File: src/verilog/turbo_out_pkg.sv
// widths, block geometry and shared bundles of the turbo decoder output stage
`default_nettype none

package turbo_out_pkg;

  // ------------------------------
  // block geometry
  // ------------------------------

  localparam int addr_w          = 6;                     // bit address inside one block
  localparam int rdat_w          = 2;                     // read word width
  localparam int tag_w           = 8;                     // block tag
  localparam int words_per_block = (2**addr_w) / rdat_w;  // 32 read words
  localparam int widx_w          = $clog2(words_per_block);
  localparam int sel_w           = $clog2(rdat_w);        // bit select inside a read word

  // ------------------------------
  // bundles
  // ------------------------------

  // decoder write request, both ports share one strobe
  typedef struct packed {
    logic              write;  // write strobe
    logic [addr_w-1:0] faddr;  // forward port, walks up from 0
    logic              fbit;
    logic [addr_w-1:0] baddr;  // backward port, walks down from 63
    logic              bbit;
  } wr_req_t;

  // framed output word
  typedef struct packed {
    logic              valid;
    logic              sop;    // first word of block
    logic              eop;    // last word of block
    logic [rdat_w-1:0] data;
    logic [tag_w-1:0]  tag;
  } out_word_t;

endpackage

`default_nettype wire

File: src/verilog/buffer_bank_ctrl.sv
// bank pointers and full-bank counter of the nD output buffer
// status flags derived from the counter
`timescale 1ns/1ps
`default_nettype none

module buffer_bank_ctrl #(
  parameter int bnum_w = 1
) (
  input  logic              iclk,
  input  logic              reset,
  input  logic              iclkena,
  input  logic              wfull,    // writer closes a bank
  input  logic              rempty,   // reader frees a bank
  output logic [bnum_w-1:0] b_wused,  // bank being written
  output logic [bnum_w-1:0] b_rused,  // bank being read
  output logic              empty,
  output logic              emptya,
  output logic              full,
  output logic              fulla
);

  // ------------------------------
  // counter limits
  // ------------------------------

  // one bit wider than the pointers so N itself fits
  localparam logic [bnum_w:0] nbanks    = {1'b1, {bnum_w{1'b0}}};
  localparam logic [bnum_w:0] nbanks_m1 = nbanks - 1'b1;

  logic [bnum_w:0] cnt;  // banks full and waiting for the reader

  // ------------------------------
  // pointers and count
  // ------------------------------

  always_ff @(posedge iclk) begin
    if (reset) begin
      b_wused <= '0;
      b_rused <= '0;
      cnt     <= '0;
    end else if (iclkena) begin
      if (wfull) begin
        b_wused <= b_wused + 1'b1;  // wraps over N banks
      end
      if (rempty) begin
        b_rused <= b_rused + 1'b1;
      end
      // both at once leave the count alone
      case ({wfull, rempty})
        2'b10:   cnt <= cnt + 1'b1;
        2'b01:   cnt <= cnt - 1'b1;
        default: cnt <= cnt;
      endcase
    end
  end

  // ------------------------------
  // status flags
  // ------------------------------

  assign full   = (cnt == nbanks);
  assign fulla  = (cnt >= nbanks_m1);   // one free bank or less
  assign empty  = (cnt == '0);
  assign emptya = (cnt <= 1'b1);        // one full bank or less

endmodule

`default_nettype wire

File: src/verilog/dec_output_ram.sv
// bit RAM, two 1-bit write ports, optional write pipeline stage
// registered read of rdat_w-bit words
`timescale 1ns/1ps
`default_nettype none

module dec_output_ram #(
  parameter int bnum_w = 1,
  parameter bit wpipe  = 0
) (
  input  logic                                          iclk,
  input  logic                                          reset,
  input  logic                                          iclkena,
  input  turbo_out_pkg::wr_req_t                        wr,
  input  logic [bnum_w-1:0]                             wbank,
  input  logic [bnum_w+turbo_out_pkg::widx_w-1:0]       raddr,  // {bank, word index}
  output logic [turbo_out_pkg::rdat_w-1:0]              rdata
);

  localparam int raw_w = bnum_w + turbo_out_pkg::widx_w;  // word address incl bank
  localparam int sel_w = turbo_out_pkg::sel_w;
  localparam int adr_w = turbo_out_pkg::addr_w;

  logic [turbo_out_pkg::rdat_w-1:0] mem [0:(2**raw_w)-1];

  turbo_out_pkg::wr_req_t wr_s;     // request as seen by the array
  logic [bnum_w-1:0]      wbank_s;

  // ------------------------------
  // write path stage
  // ------------------------------

  generate
    if (wpipe) begin : g_wpipe
      always_ff @(posedge iclk) begin
        if (iclkena) begin
          wr_s    <= wr;
          wbank_s <= wbank;  // bank travels with its data
        end
        if (reset) begin
          wr_s.write <= 1'b0;  // only the strobe is cleared
        end
      end
    end else begin : g_wdirect
      assign wr_s    = wr;
      assign wbank_s = wbank;
    end
  endgenerate

  // ------------------------------
  // array
  // ------------------------------

  logic [raw_w-1:0] fwa, bwa;    // word addresses
  logic [sel_w-1:0] fsel, bsel;  // bit inside word

  // bit a goes to word a/2, position a mod 2
  assign fwa  = {wbank_s, wr_s.faddr[adr_w-1:sel_w]};
  assign bwa  = {wbank_s, wr_s.baddr[adr_w-1:sel_w]};
  assign fsel = wr_s.faddr[sel_w-1:0];
  assign bsel = wr_s.baddr[sel_w-1:0];

  always_ff @(posedge iclk) begin
    if (iclkena) begin
      if (wr_s.write) begin
        mem[fwa][fsel] <= wr_s.fbit;  // forward port
        mem[bwa][bsel] <= wr_s.bbit;  // backward port, other bit
      end
      rdata <= mem[raddr];  // 1 cycle read latency
    end
  end

endmodule

`default_nettype wire

File: src/verilog/turbo_dec_output_buffer.sv
// nD output buffer: bank control, data RAM and per-bank tag memory
`timescale 1ns/1ps
`default_nettype none

module turbo_dec_output_buffer #(
  parameter int bnum_w = 1,
  parameter bit wpipe  = 0
) (
  input  logic                                 iclk,
  input  logic                                 reset,
  input  logic                                 iclkena,
  // decoder side
  input  turbo_out_pkg::wr_req_t               wr,
  input  logic                                 wfull,
  input  logic [turbo_out_pkg::tag_w-1:0]      wtag,
  // reader side
  input  logic                                 rempty,
  input  logic [turbo_out_pkg::widx_w-1:0]     raddr,
  output logic [turbo_out_pkg::rdat_w-1:0]     rdata,
  output logic [turbo_out_pkg::tag_w-1:0]      rtag,
  // status
  output logic                                 empty,
  output logic                                 emptya,
  output logic                                 full,
  output logic                                 fulla
);

  logic [bnum_w-1:0] b_wused;  // write bank
  logic [bnum_w-1:0] b_rused;  // read bank

  // ------------------------------
  // bank control
  // ------------------------------

  buffer_bank_ctrl #(
    .bnum_w (bnum_w)
  ) u_bank_ctrl (
    .iclk    (iclk),
    .reset   (reset),
    .iclkena (iclkena),
    .wfull   (wfull),
    .rempty  (rempty),
    .b_wused (b_wused),
    .b_rused (b_rused),
    .empty   (empty),
    .emptya  (emptya),
    .full    (full),
    .fulla   (fulla)
  );

  // ------------------------------
  // data ram
  // ------------------------------

  dec_output_ram #(
    .bnum_w (bnum_w),
    .wpipe  (wpipe)
  ) u_ram (
    .iclk    (iclk),
    .reset   (reset),
    .iclkena (iclkena),
    .wr      (wr),
    .wbank   (b_wused),
    .raddr   ({b_rused, raddr}),  // read bank on top
    .rdata   (rdata)
  );

  // ------------------------------
  // tag memory, one entry per bank
  // ------------------------------

  logic [turbo_out_pkg::tag_w-1:0] tag_mem [0:(2**bnum_w)-1];

  always_ff @(posedge iclk) begin
    if (iclkena && wfull) begin
      tag_mem[b_wused] <= wtag;  // stored as the bank closes
    end
  end

  assign rtag = tag_mem[b_rused];  // no read latency

endmodule

`default_nettype wire

File: src/verilog/block_reader.sv
// block reader: drains one full bank as framed words, then frees it
`timescale 1ns/1ps
`default_nettype none

module block_reader (
  input  logic                                iclk,
  input  logic                                reset,
  input  logic                                iclkena,
  input  logic                                empty,
  input  logic                                pause,   // holds the drain
  input  logic [turbo_out_pkg::rdat_w-1:0]    rdata,
  input  logic [turbo_out_pkg::tag_w-1:0]     rtag,
  output logic [turbo_out_pkg::widx_w-1:0]    raddr,   // word index in read bank
  output logic                                rempty,  // frees the read bank
  output turbo_out_pkg::out_word_t            out
);

  typedef enum logic {st_idle, st_read} state_t;

  // words_per_block is a power of two, so the last index is all ones
  localparam logic [turbo_out_pkg::widx_w-1:0] last_widx = '1;

  state_t                               state;
  logic [turbo_out_pkg::widx_w-1:0]     widx;
  logic                                 issued;              // whole bank addressed
  logic                                 rd_en;
  logic                                 vld1, sop1, eop1;    // ram stage markers
  logic                                 out_v, out_sop, out_eop;
  logic [turbo_out_pkg::rdat_w-1:0]     out_data;
  logic [turbo_out_pkg::tag_w-1:0]      out_tag;
  logic                                 rempty_q;

  assign rd_en = (state == st_read) && !issued && !pause;
  assign raddr = widx;  // frozen while paused

  // ------------------------------
  // fsm and word counter
  // ------------------------------

  always_ff @(posedge iclk) begin
    if (reset) begin
      state  <= st_idle;
      widx   <= '0;
      issued <= 1'b0;
    end else if (iclkena) begin
      case (state)
        st_idle: begin
          if (!empty && !pause) begin
            state  <= st_read;
            widx   <= '0;
            issued <= 1'b0;
          end
        end
        st_read: begin
          if (rd_en) begin
            widx <= widx + 1'b1;
            if (widx == last_widx) issued <= 1'b1;
          end
          if (rempty_q) state <= st_idle;  // bank count updates with it
        end
        default: state <= st_idle;
      endcase
    end
  end

  // ------------------------------
  // framing, aligned to ram latency
  // ------------------------------

  always_ff @(posedge iclk) begin
    if (reset) begin
      vld1     <= 1'b0;
      sop1     <= 1'b0;
      eop1     <= 1'b0;
      out_v    <= 1'b0;
      out_sop  <= 1'b0;
      out_eop  <= 1'b0;
      rempty_q <= 1'b0;
    end else if (iclkena) begin
      vld1     <= rd_en;
      sop1     <= rd_en && (widx == '0);
      eop1     <= rd_en && (widx == last_widx);
      out_v    <= vld1;
      out_sop  <= sop1;
      out_eop  <= eop1;
      rempty_q <= out_v && out_eop;  // cycle after the eop word
    end
  end

  // payload, rdata valid together with vld1
  always_ff @(posedge iclk) begin
    if (iclkena) begin
      out_data <= rdata;
      out_tag  <= rtag;
    end
  end

  // held words show only on enabled cycles, so each counts once
  assign out = '{valid: out_v   & iclkena,
                 sop:   out_sop & iclkena,
                 eop:   out_eop & iclkena,
                 data:  out_data,
                 tag:   out_tag};

  assign rempty = rempty_q & iclkena;

endmodule

`default_nettype wire

File: src/verilog/turbo_out_top.sv
// output stage top: nD buffer plus block reader
`timescale 1ns/1ps
`default_nettype none

module turbo_out_top #(
  parameter int bnum_w = 1,  // log2 of bank count
  parameter bit wpipe  = 0   // extra write stage
) (
  input  logic                              iclk,
  input  logic                              reset,
  input  logic                              iclkena,
  input  turbo_out_pkg::wr_req_t            wr,
  input  logic                              wfull,
  input  logic [turbo_out_pkg::tag_w-1:0]   wtag,
  input  logic                              pause,
  output turbo_out_pkg::out_word_t          out,
  output logic                              empty,
  output logic                              emptya,
  output logic                              full,
  output logic                              fulla
);

  logic [turbo_out_pkg::rdat_w-1:0] rdata;
  logic [turbo_out_pkg::tag_w-1:0]  rtag;
  logic [turbo_out_pkg::widx_w-1:0] raddr;
  logic                             rempty;

  turbo_dec_output_buffer #(
    .bnum_w (bnum_w),
    .wpipe  (wpipe)
  ) u_buffer (
    .iclk    (iclk),
    .reset   (reset),
    .iclkena (iclkena),
    .wr      (wr),
    .wfull   (wfull),
    .wtag    (wtag),
    .rempty  (rempty),
    .raddr   (raddr),
    .rdata   (rdata),
    .rtag    (rtag),
    .empty   (empty),
    .emptya  (emptya),
    .full    (full),
    .fulla   (fulla)
  );

  block_reader u_reader (
    .iclk    (iclk),
    .reset   (reset),
    .iclkena (iclkena),
    .empty   (empty),
    .pause   (pause),
    .rdata   (rdata),
    .rtag    (rtag),
    .raddr   (raddr),
    .rempty  (rempty),
    .out     (out)
  );

endmodule

`default_nettype wire

File: config.mk
export PLATFORM = sky130hd
export DESIGN_NAME = turbo_out_top
export DESIGN_NICKNAME = d
export VERILOG_FILES = /design/src/verilog/turbo_out_pkg.sv /design/src/verilog/buffer_bank_ctrl.sv /design/src/verilog/dec_output_ram.sv /design/src/verilog/turbo_dec_output_buffer.sv /design/src/verilog/block_reader.sv /design/src/verilog/turbo_out_top.sv
export SDC_FILE = /design/constraint.sdc
export NUM_CORES = 1
export LEC_CHECK = 0
export BUFFER_PORTS_ARGS = -buffer_cell sky130_fd_sc_hd__buf_2
export CORE_MARGIN = 2
export CORE_UTILIZATION = 40
export CTS_CLUSTER_SIZE = 28
export DETAILED_ROUTE_END_ITERATION = 12
export GPL_ROUTABILITY_DRIVEN = 0
export GPL_TIMING_DRIVEN = 0
export REMOVE_ABC_BUFFERS = 1
export SETUP_SLACK_MARGIN = 0.3
export SLEW_MARGIN = 20
export SYNTH_ARGS = -nofsm -noshare
export SYNTH_HDL_FRONTEND = slang
export SYNTH_HIERARCHICAL = 1
export SYNTH_SLANG_ARGS = --single-unit
File: constraint.sdc
create_clock -name iclk -period 3.58 [get_ports iclk]
set_input_delay 0.537 -clock iclk [delete_from_list [all_inputs] [get_ports iclk]]
set_output_delay 0.537 -clock iclk [all_outputs]
set_load 0.02 [all_outputs]
==> results of run 1 <==
## power groups by stage
| stage | combinational [mW] | sequential, mW | clock, mW |
|---|---|---|---|
| floorplan | 0.189 | 2.29 | 0 |
| global placement | 0.349 | 2.29 | 0 |
| detailed placement | 0.371 | 2.29 | 0 |
| CTS | 0.373 | 2.24 | 1.77 |
| global route | 0.404 | 2.24 | 1.85 |
| finish | 0.375 | 2.24 | 1.73 |
## worst max-delay path, stage by stage
cell and delay [ps]:
buf_2 590, nand2_1 390, nor3b_2 460, nand3_1 530, nor2_1 280, mux2_2 360
## layout make-up
type                    instances  area [sq um]  share of cell area, %
multi-input cells             618          4848                  42.64
inverters                      14         52.55                 0.4621
clock buffers                  17         425.4                  3.741
well taps                     335         419.2                  3.686
flip-flops and latches        174          5051                  44.42
clock inverters                15         116.4                  1.023
repair buffers                 56         457.9                  4.027
## logic make-up after synthesis
group | after synthesis | synth area share (%)
and+or+nand+nor | 258 | 11.85
muxes | 179 | 22.86
DFF | 174 | 48.40
AOI/OAI and AO/OA | 169 | 10.41
buffers and inverters | 123 | 5.186
adders and majority gates | 8 | 0.9604
xor gates and xnor gates | 4 | 0.3362
## routing by layer
layer | track usage (%) | share of wire, % | up-vias
li1 | - | - | 3405
met1 | 31.19 | 47 | 3669
met2 | 31.17 | 44 | 272
met3 | 3.272 | 7.3 | 20
met4 | 5.408 | 1.1 | 0
met5 | 0 | 0 | -
## flip-flops by register name, indices dropped and copies added, names as in the netlist, 2 cells and up
signal and flops:
u_buffer/u_bank_ctrl/cnt 2, u_reader/raddr 5, u_buffer/u_ram/rdata 2, u_reader/out_data 2, u_buffer/u_ram/mem 128, u_buffer/tag_mem 16
u_reader/out_tag 8
## path summary, 6_finish.rpt
path / depth (start not counted) / end / slack [ps]
max: 6 / u_buffer/u_ram/mem[63][0]$_DFFE_PP_ / 580
min: 1 / u_buffer/tag_mem[1][2]$_DFFE_PP_ / 300
max reg2reg: 4 / u_buffer/u_ram/mem[38][1]$_DFFE_PP_ / 1070
min reg2reg: 0 / u_reader/out_data[0]$_DFFE_PP_ / 420
## placed cells by master, fill, tap and decap left out, types with 3 or more instances in the layout
cell         n
clkbuf_16   17
ha_1         8
and2_1       5
nor2b_1      7
nand3b_1    11
buf_6        6
or3_1       10
or3b_2       4
nand2b_1     5
mux2_2     132
mux2_4       9
nand3_1      9
o22ai_1    132
a211oi_1     3
mux4_1       8
inv_1       14
nor2_1     146
a31oi_1      4
o21ai_0      9
clkinv_2     3
mux2i_1     10
and3_1       3
edfxtp_1   156
dfxtp_1     15
buf_16       4
a21oi_1      6
clkinv_4     6
mux4_2      20
nand2_1     32
buf_2       42
==> results.sh, run 1 <==
export IMPL_placed_cell_area_sq_um=10830
export IMPL_syn_area_sq_um=10420
export IMPL_worstSetupStartpoint="iclkena"
export IMPL_ctsHoldBuffers=0
export IMPL_internal_power_mw=3.263
export IMPL_cts_tree="built"
export IMPL_die_area_sq_um=27360
export IMPL_fin_tns_setup_ps=0
export IMPL_dp_cells=1197
export IMPL_hold_path_class="in2reg"
export IMPL_r2r_start="u_buffer/u_bank_ctrl/b_wused$_SDFFE_PP0P_"
export IMPL_cts_sinks=174
export IMPL_cp_arrival_ps=3180
export IMPL_synthToLayoutAreaGrowth_pct=9.100
export IMPL_worstPathRequired_ps=3760
export IMPL_io_buffers=44
export IMPL_period_needed_ps=3003
export IMPL_antenna_found_initial=0
export IMPL_ioPinCount=45
export IMPL_synth_area_leaders="edfxtp_1 (45%), mux2_2 (14%), o22ai_1 (7.9%)"
export IMPL_peakVddDrop_mv=0.3000
export IMPL_clk_latency_ps=440
export IMPL_ys_ff_latch=174
export IMPL_synth_cells=915
export IMPL_pwr_share_comb_pct=8.6
export IMPL_ys_flop_type="edfxtp_1"
export IMPL_ys_warn_count=6
export IMPL_hpwl_microns=16370
export IMPL_post_cts_buffers=0
export IMPL_drt_iter0_drc=845
export IMPL_finClkSkew_ps=12.01
export IMPL_setup_viol=0
export IMPL_synth_edf_count=156
export IMPL_p_sw_mw=1.083
export IMPL_fillers=2467
export IMPL_endpoint_kind="flip-flop"
export IMPL_grt_use_total_pct=20.74
export IMPL_finalHoldViolCount=0
export IMPL_grt_pass1_vias=7068
export IMPL_postSynth_asyncResetShare_pct=0
export IMPL_cap_violations=0
export IMPL_slew_violations=0
export IMPL_design_core_area_sq_um=25840
export IMPL_slew_limit_headroom_pct=37.98
export IMPL_synth_top_cell_area_share_pct=44.95
export IMPL_setup_slack_ps=577.4
export IMPL_grt_max_degree=83
export IMPL_swShare_pct=24.91
export IMPL_clk_pin_slew_worst_paths_ps=60
export IMPL_cts_max_level=4
export IMPL_cts_resized_gates=0
export IMPL_drive_gt1_share_pct=30.09
export IMPL_seq_power_share_pct=51.6
export IMPL_drt_total_wl_microns=27600
export IMPL_grt_pass1_wl_microns=42440
export IMPL_utilization_pct=44.01
export IMPL_viasPerCell=5.993
export IMPL_final_antenna_net_count=0
export IMPL_yosysSeqAreaShare_pct=48.40
export IMPL_synth_largest_area_cell="edfxtp_1"
export IMPL_power_density_nw_per_um2=382.2
export IMPL_layout_nets=917
export IMPL_synth_cell_types=61
export IMPL_holdCritStartpoint="wtag[2]"
export IMPL_status="complete, no violations"
export IMPL_instances_no_fill=1229
export IMPL_finish_instance_area_sq_um=11370
export IMPL_num_vias=7366
export IMPL_synth_area_per_cell_sq_um=11.39
export IMPL_die_y_microns=165.4
export IMPL_p_leak_nw=3.441
export IMPL_worst_pin_slew_ps=929.1
export IMPL_cp_start_kind="input pin"
export IMPL_clock_fmax_mhz=333.0
export IMPL_clockPowerShare_pct=39.8
export IMPL_cp_max_fo=33
export IMPL_start_util_pct=40.34
export IMPL_rsz0062_at_grt="no"
export IMPL_num_rows=59
export IMPL_synth_common_cells="edfxtp_1 (156), nor2_1 (146), mux2_2 (132), o22ai_1 (132), clkbuf_1 (75)"
export IMPL_dr_pass1_iters=5
export IMPL_critical_path_class="in2reg"
export IMPL_gr_total_overflow=0
export IMPL_wire_per_inst_microns=22.46
export IMPL_die_w_microns=165.4
export IMPL_cts_buffers=17
export IMPL_totalPowerFinal_mw=4.346
export IMPL_diodes=0
export IMPL_dp_slack_ps=184.1
export IMPL_fin_crit_sh_pct=83.87
export IMPL_drc=0
export IMPL_synth_most_common_cell="edfxtp_1"
export IMPL_clock_path_buffers=2
export IMPL_holdWs_ps=302.2
export IMPL_root_buffer="clkbuf_16"
Power figures use the tool's default switching activity.
==> run 2: changes to the inputs <==
clock period = 2.95 ns   (was 3.58 ns; I/O delays follow)
==> run 2 against run 1 <==
Sequential power rose by 21%. Worst hold slack got worse by 96 ps. Register-to-register slack got worse by 670 ps. Sequential share of layout area barely moved. Clock-buffer cell count did not move. Global-route usage did not move. Power rose by 21%. Cell count did not move. Setup slack got worse by 170 ps. First-iteration DRC count rose by 7.0%. Largest power group unchanged. Clock power rose by 21%.
==> results.sh, run 2 (synthesis results as in run 1) <==
export IMPL_status="complete, no violations"
export IMPL_viasPerCell=6.007
export IMPL_whs_path_depth=1
export IMPL_rr_worst_depth=4
export IMPL_num_vias=7382
export IMPL_critPathTopFamily="simple AND/OR/NAND/NOR gates"
export IMPL_critical_path_class="reg2reg"
export IMPL_die_w_microns=165.4
export IMPL_layout_nets=917
export IMPL_largest_reg_flops=128
export IMPL_design_core_area_sq_um=25840
export IMPL_period_needed_ps=2547
export IMPL_num_rows=59
export IMPL_drt_iter0_drc=904
export IMPL_fin_crit_sh_pct=86.34
export IMPL_grt_pass1_wl_microns=42440
export IMPL_placed_cell_area_sq_um=10830
export IMPL_worst_pin_slew_ps=937.6
export IMPL_largestRegisters="u_buffer/u_ram/mem x128, u_buffer/tag_mem x16, u_reader/out_tag x8"
export IMPL_final_antenna_net_count=0
export IMPL_cts_tree="built"
export IMPL_path_cells="nor2b_1 -> nand2_1 -> nor2_1 -> mux2_2"
export IMPL_cts_buffers=17
export IMPL_drive_gt1_share_pct=30.31
export IMPL_cp_arrival_ps=2730
export IMPL_cp_max_fo=18
export IMPL_synthToLayoutAreaGrowth_pct=9.220
export IMPL_ioPinCount=45
export IMPL_setup_slack_ps=402.9
export IMPL_slew_violations=0
export IMPL_die_y_microns=165.4
export IMPL_diodes=0
export IMPL_slew_limit_headroom_pct=37.41
export IMPL_die_area_sq_um=27360
export IMPL_final_common_cell="edfxtp_1"
export IMPL_regMostFlops="u_buffer/u_ram/mem"
export IMPL_endpoint_kind="flip-flop"
export IMPL_clk_pin_slew_worst_paths_ps=70
export IMPL_peakVddDrop_mv=0.3631
export IMPL_regToRegSetupSlack_ps=400
export IMPL_io_buffers=44
export IMPL_slowest_delay_ps=770
export IMPL_clk_latency_ps=440
export IMPL_hpwl_microns=16370
export IMPL_hold_path_class="in2reg"
export IMPL_rsz0062_at_grt="yes"
export IMPL_r2r_start="u_buffer/u_bank_ctrl/b_wused$_SDFFE_PP0P_"
export IMPL_worstPathRequired_ps=3140
export IMPL_start_util_pct=40.34
export IMPL_p_leak_nw=3.442
export IMPL_power_density_nw_per_um2=463.6
export IMPL_grt_pass1_vias=7068
export IMPL_grt_use_total_pct=20.74
export IMPL_cpMaxStageDelayCell="dfxtp_1"
export IMPL_root_buffer="clkbuf_16"
export IMPL_drt_total_wl_microns=27630
export IMPL_finClkSkew_ps=10.33
export IMPL_clock_fmax_mhz=392.6
export IMPL_finalHoldViolCount=0
export IMPL_holdCritStartpoint="wtag[2]"
export IMPL_whs_endpoint="u_buffer/tag_mem[0][2]$_DFFE_PP_"
export IMPL_gr_total_overflow=0
export IMPL_cts_sinks=174
export IMPL_cap_violations=0
export IMPL_cts_max_level=4
export IMPL_reg2reg_to="u_buffer/u_ram/mem[38][1]$_DFFE_PP_"
export IMPL_wire_per_inst_microns=22.48
export IMPL_totalPowerFinal_mw=5.278
export IMPL_clock_path_buffers=2
export IMPL_finish_instance_area_sq_um=11380
export IMPL_drc=0
export IMPL_worst_path_buf_inv=0
export IMPL_grt_max_degree=83
export IMPL_layout_common_cells="edfxtp_1 (156), nor2_1 (146), mux2_2 (132), o22ai_1 (132), buf_2 (41)"
export IMPL_dp_slack_ps=-351.4
export IMPL_antenna_found_initial=0
export IMPL_cp_start_kind="flip-flop"
export IMPL_setup_viol=0
export IMPL_dr_pass1_iters=5
run 2: cell counts in the layout (fill, tap and decap cells not counted):
Identical to the previous run, type by type.
run 2: how the worst max path moves through the flow:
stage          cells past startpoint                                      start  slack [ps]                             endpoint
3_5_place_dp                       6                                    iclkena        -350  u_buffer/u_ram/mem[57][0]$_DFFE_PP_
5_1_grt                            4  u_buffer/u_bank_ctrl/b_wused$_SDFFE_PP0P_         270  u_buffer/u_ram/mem[44][0]$_DFFE_PP_
2_1_floorplan                      5             u_reader/raddr[0]$_SDFFE_PP0P_         -70    u_buffer/u_ram/rdata[1]$_DFFE_PP_
6_report                           4  u_buffer/u_bank_ctrl/b_wused$_SDFFE_PP0P_         400  u_buffer/u_ram/mem[38][1]$_DFFE_PP_
3_3_place_gp                       5             u_reader/raddr[0]$_SDFFE_PP0P_       -1070    u_buffer/u_ram/rdata[1]$_DFFE_PP_
4_1_cts                            6                                    iclkena         430  u_buffer/u_ram/mem[57][0]$_DFFE_PP_
run 2: layout make-up:
cell class                      count  area (sq um)
Clock buffer                       17         425.4
Clock inverter                     15         116.4
Fill cell                        2467         14450
Inverter                           14         52.55
Multi-Input combinational cell    618          4858
Sequential cell                   174          5051
Tap cell                          335         419.2
Timing Repair Buffer               56         460.4
run 2: through the flow:
stage | utilization, % | instances | hold slack [ps] | setup TNS (ps)
after floorplan | - | 806 | 400.3 | -70.39
after global placement | 40.92 | 1185 | 403.0 | -18900
after detailed placement | 41.91 | 1197 | 406.2 | -18060
after CTS | 44.02 | 1229 | 195.3 | 0
after global routing | 44.06 | 1229 | 196.0 | 0
final | 44.06 | 1229 | 205.9 | 0
run 2: power by group:
part | internal (mW) | switching (mW)
combinational | 0.167 | 0.289
clock | 1.09 | 1.01
sequential | 2.71 | 0.0161
run 2: timing repair:
item	4_1_cts	5_1_grt
pin swaps	0	0
setup buffers	0	0
hold buffers	0	0
endpoints found under the setup margin	52	9
resized for setup	1	2
cloned	0	0
run 2: per-layer routing:
layer	vias to the layer above	part of all wire [%]	routed length (microns)	global-route usage, %
met1	3669	47	13020	31.19
li1	3408	-	-	-
met5	-	0	0	0
met3	20	7.5	2073	3.272
met2	285	44	12230	31.17
met4	0	1.1	301	5.408
==> run 3: changes to the inputs <==
CORE_ASPECT_RATIO = 0.7   (was not set)
==> run 3 against run 2 <==
Maximum frequency grew 1.2%. Flip-flop and latch count is the same. Global-route usage grew 0.41 points. Clock power grew 7%. Design area grew 0.66%. Die area is essentially flat. Setup slack gained 31 ps. Wire length grew 4.3%. Register-to-register slack gained 30 ps. Via count grew 2.7%. Worst hold slack lost 22 ps.
==> results.sh, run 3 (synthesis results as in run 1) <==
export IMPL_holdWs_ps=183.9
export IMPL_fin_tns_setup_ps=0
export IMPL_clock_path_buffers=2
export IMPL_worst_pin_slew_ps=952.5
export IMPL_drc=0
export IMPL_setup_viol=0
export IMPL_gr_total_overflow=0
export IMPL_ff_latch_area_sq_um=5051
export IMPL_cp_max_fo=12
export IMPL_cap_violations=0
export IMPL_dr_pass1_iters=5
export IMPL_die_w_microns=196.9
export IMPL_slew_violations=0
export IMPL_dp_cells=1193
export IMPL_layout_common_cells="edfxtp_1 (156), nor2_1 (146), mux2_2 (132), o22ai_1 (132), buf_2 (41)"
export IMPL_design_core_area_sq_um=25630
export IMPL_power_density_nw_per_um2=474.4
export IMPL_viasPerCell=6.180
export IMPL_cts_max_level=4
export IMPL_path_cells="mux4_1 -> and2_1 -> a2111oi_1 -> o41ai_1"
export IMPL_largestRegisters="u_buffer/u_ram/mem x128, u_buffer/tag_mem x16, u_reader/out_tag x8"
export IMPL_hold_path_class="in2reg"
export IMPL_status="complete, no violations"
export IMPL_num_vias=7583
export IMPL_cts_tree="built"
export IMPL_worst_path_buf_inv=0
export IMPL_utilization_pct=44.71
export IMPL_rsz0062_at_grt="no"
export IMPL_clock_fmax_mhz=397.4
export IMPL_die_y_microns=139.1
export IMPL_grt_use_total_pct=21.15
export IMPL_grt_pass1_wl_microns=43430
export IMPL_num_rows=49
export IMPL_cp_arrival_ps=2660
export IMPL_start_util_pct=40.67
export IMPL_drt_total_wl_microns=28820
export IMPL_clk_pin_slew_worst_paths_ps=70
export IMPL_ioPinCount=45
export IMPL_drt_iter0_drc=783
export IMPL_synthToLayoutAreaGrowth_pct=9.940
export IMPL_cp_start_kind="flip-flop"
export IMPL_antenna_found_initial=0
export IMPL_cts_buffers=17
export IMPL_critPathTopFamily="compound AO/OA/AOI/OAI gates"
export IMPL_clk_latency_ps=440
export IMPL_cpMaxStageDelayCell="mux4_1"
export IMPL_instances_no_fill=1227
export IMPL_cts_sinks=174
export IMPL_hpwl_microns=17330
export IMPL_fin_crit_sh_pct=85.31
export IMPL_largest_reg_flops=128
export IMPL_slowest_delay_ps=620
export IMPL_finClkSkew_ps=8.532
export IMPL_ctsHoldBuffers=0
export IMPL_wire_per_inst_microns=23.48
export IMPL_period_needed_ps=2517
export IMPL_final_antenna_net_count=0
export IMPL_slew_limit_headroom_pct=36.50
export IMPL_layout_nets=919
export IMPL_grt_pass1_vias=7009
export IMPL_grt_max_degree=93
export IMPL_multi_input_area_sq_um=4850
export IMPL_finalHoldViolCount=0
export IMPL_io_buffers=44
export IMPL_p_leak_nw=3.485
export IMPL_diodes=0
export IMPL_critical_path_class="reg2reg"
export IMPL_endpoint_kind="flip-flop"
export IMPL_drive_gt1_share_pct=30.25
export IMPL_peakVddDrop_mv=0.4286
export IMPL_worstPathRequired_ps=3090
export IMPL_fillers=2384
export IMPL_die_area_sq_um=27380
export IMPL_regMostFlops="u_buffer/u_ram/mem"
export IMPL_final_common_cell="edfxtp_1"
export IMPL_root_buffer="clkbuf_16"
[run 3: power breakdown]
group / internal, mW / switching, mW / leakage, nW
combinational: 0.171 / 0.292 / 1.64
clock: 1.19 / 1.06 / 0.281
sequential: 2.71 / 0.0185 / 1.56
total: 4.07 / 1.37 / 3.48
[run 3: cell type report]
| cell class | count | area share, % |
|---|---|---|
| flip-flops and latches | 174 | 44.08 |
| multi-input cells | 618 | 42.32 |
| repair buffers | 58 | 4.466 |
| clock buffers | 17 | 3.713 |
| well taps | 331 | 3.614 |
| clock inverters | 15 | 1.343 |
| inverters | 14 | 0.4586 |
[run 3: metrics by stage]
step | setup slack (ps) | cell area [sq um] | total power [mW]
after detailed placement | -232.4 | 10830 | 3.229
after floorplan | -70.39 | 9935 | 3.013
after global routing | 307.7 | 11460 | 5.618
after global placement | -1280 | 10570 | 3.206
final | 433.4 | 11460 | 5.436
after CTS | 326.5 | 11430 | 5.478
[run 3: what timing repair did]
item | 4_1_cts | 5_1_grt
setup endpoints to repair | 22 | 1
pin swaps | 0 | 0
endpoints found under the hold margin | 0 | 0
setup buffers | 1 | 1
resized for setup | 2 | 0
gates cloned | 0 | 0
[run 3: layer usage]
layer	share of wire (%)	up-vias	GRT usage, %
met5	0	-	0
met4	1.4	0	5.896
met3	9.5	28	5.156
met2	43	345	30.13
met1	46	3795	31.84
li1	-	3415	-
[run 3: final timing paths]
path | endpoint | cells after the start | from | slack, ps
worst max-delay path | u_buffer/u_ram/rdata[0]$_DFFE_PP_ | 4 | u_reader/raddr[0]$_SDFFE_PP0P_ | 430
worst min-delay path | u_buffer/tag_mem[0][5]$_DFFE_PP_ | 1 | wtag[5] | 180
worst max register to register | u_buffer/u_ram/rdata[0]$_DFFE_PP_ | 4 | u_reader/raddr[0]$_SDFFE_PP0P_ | 430
worst min register to register | u_reader/out_data[1]$_DFFE_PP_ | 0 | u_buffer/u_ram/rdata[1]$_DFFE_PP_ | 420
[run 3: worst register-to-register path, cell delays in order (launching register included)]
cell and delay [ps]:
dfxtp_4 610, mux4_1 630, and2_1 180, a2111oi_1 570, o41ai_1 220
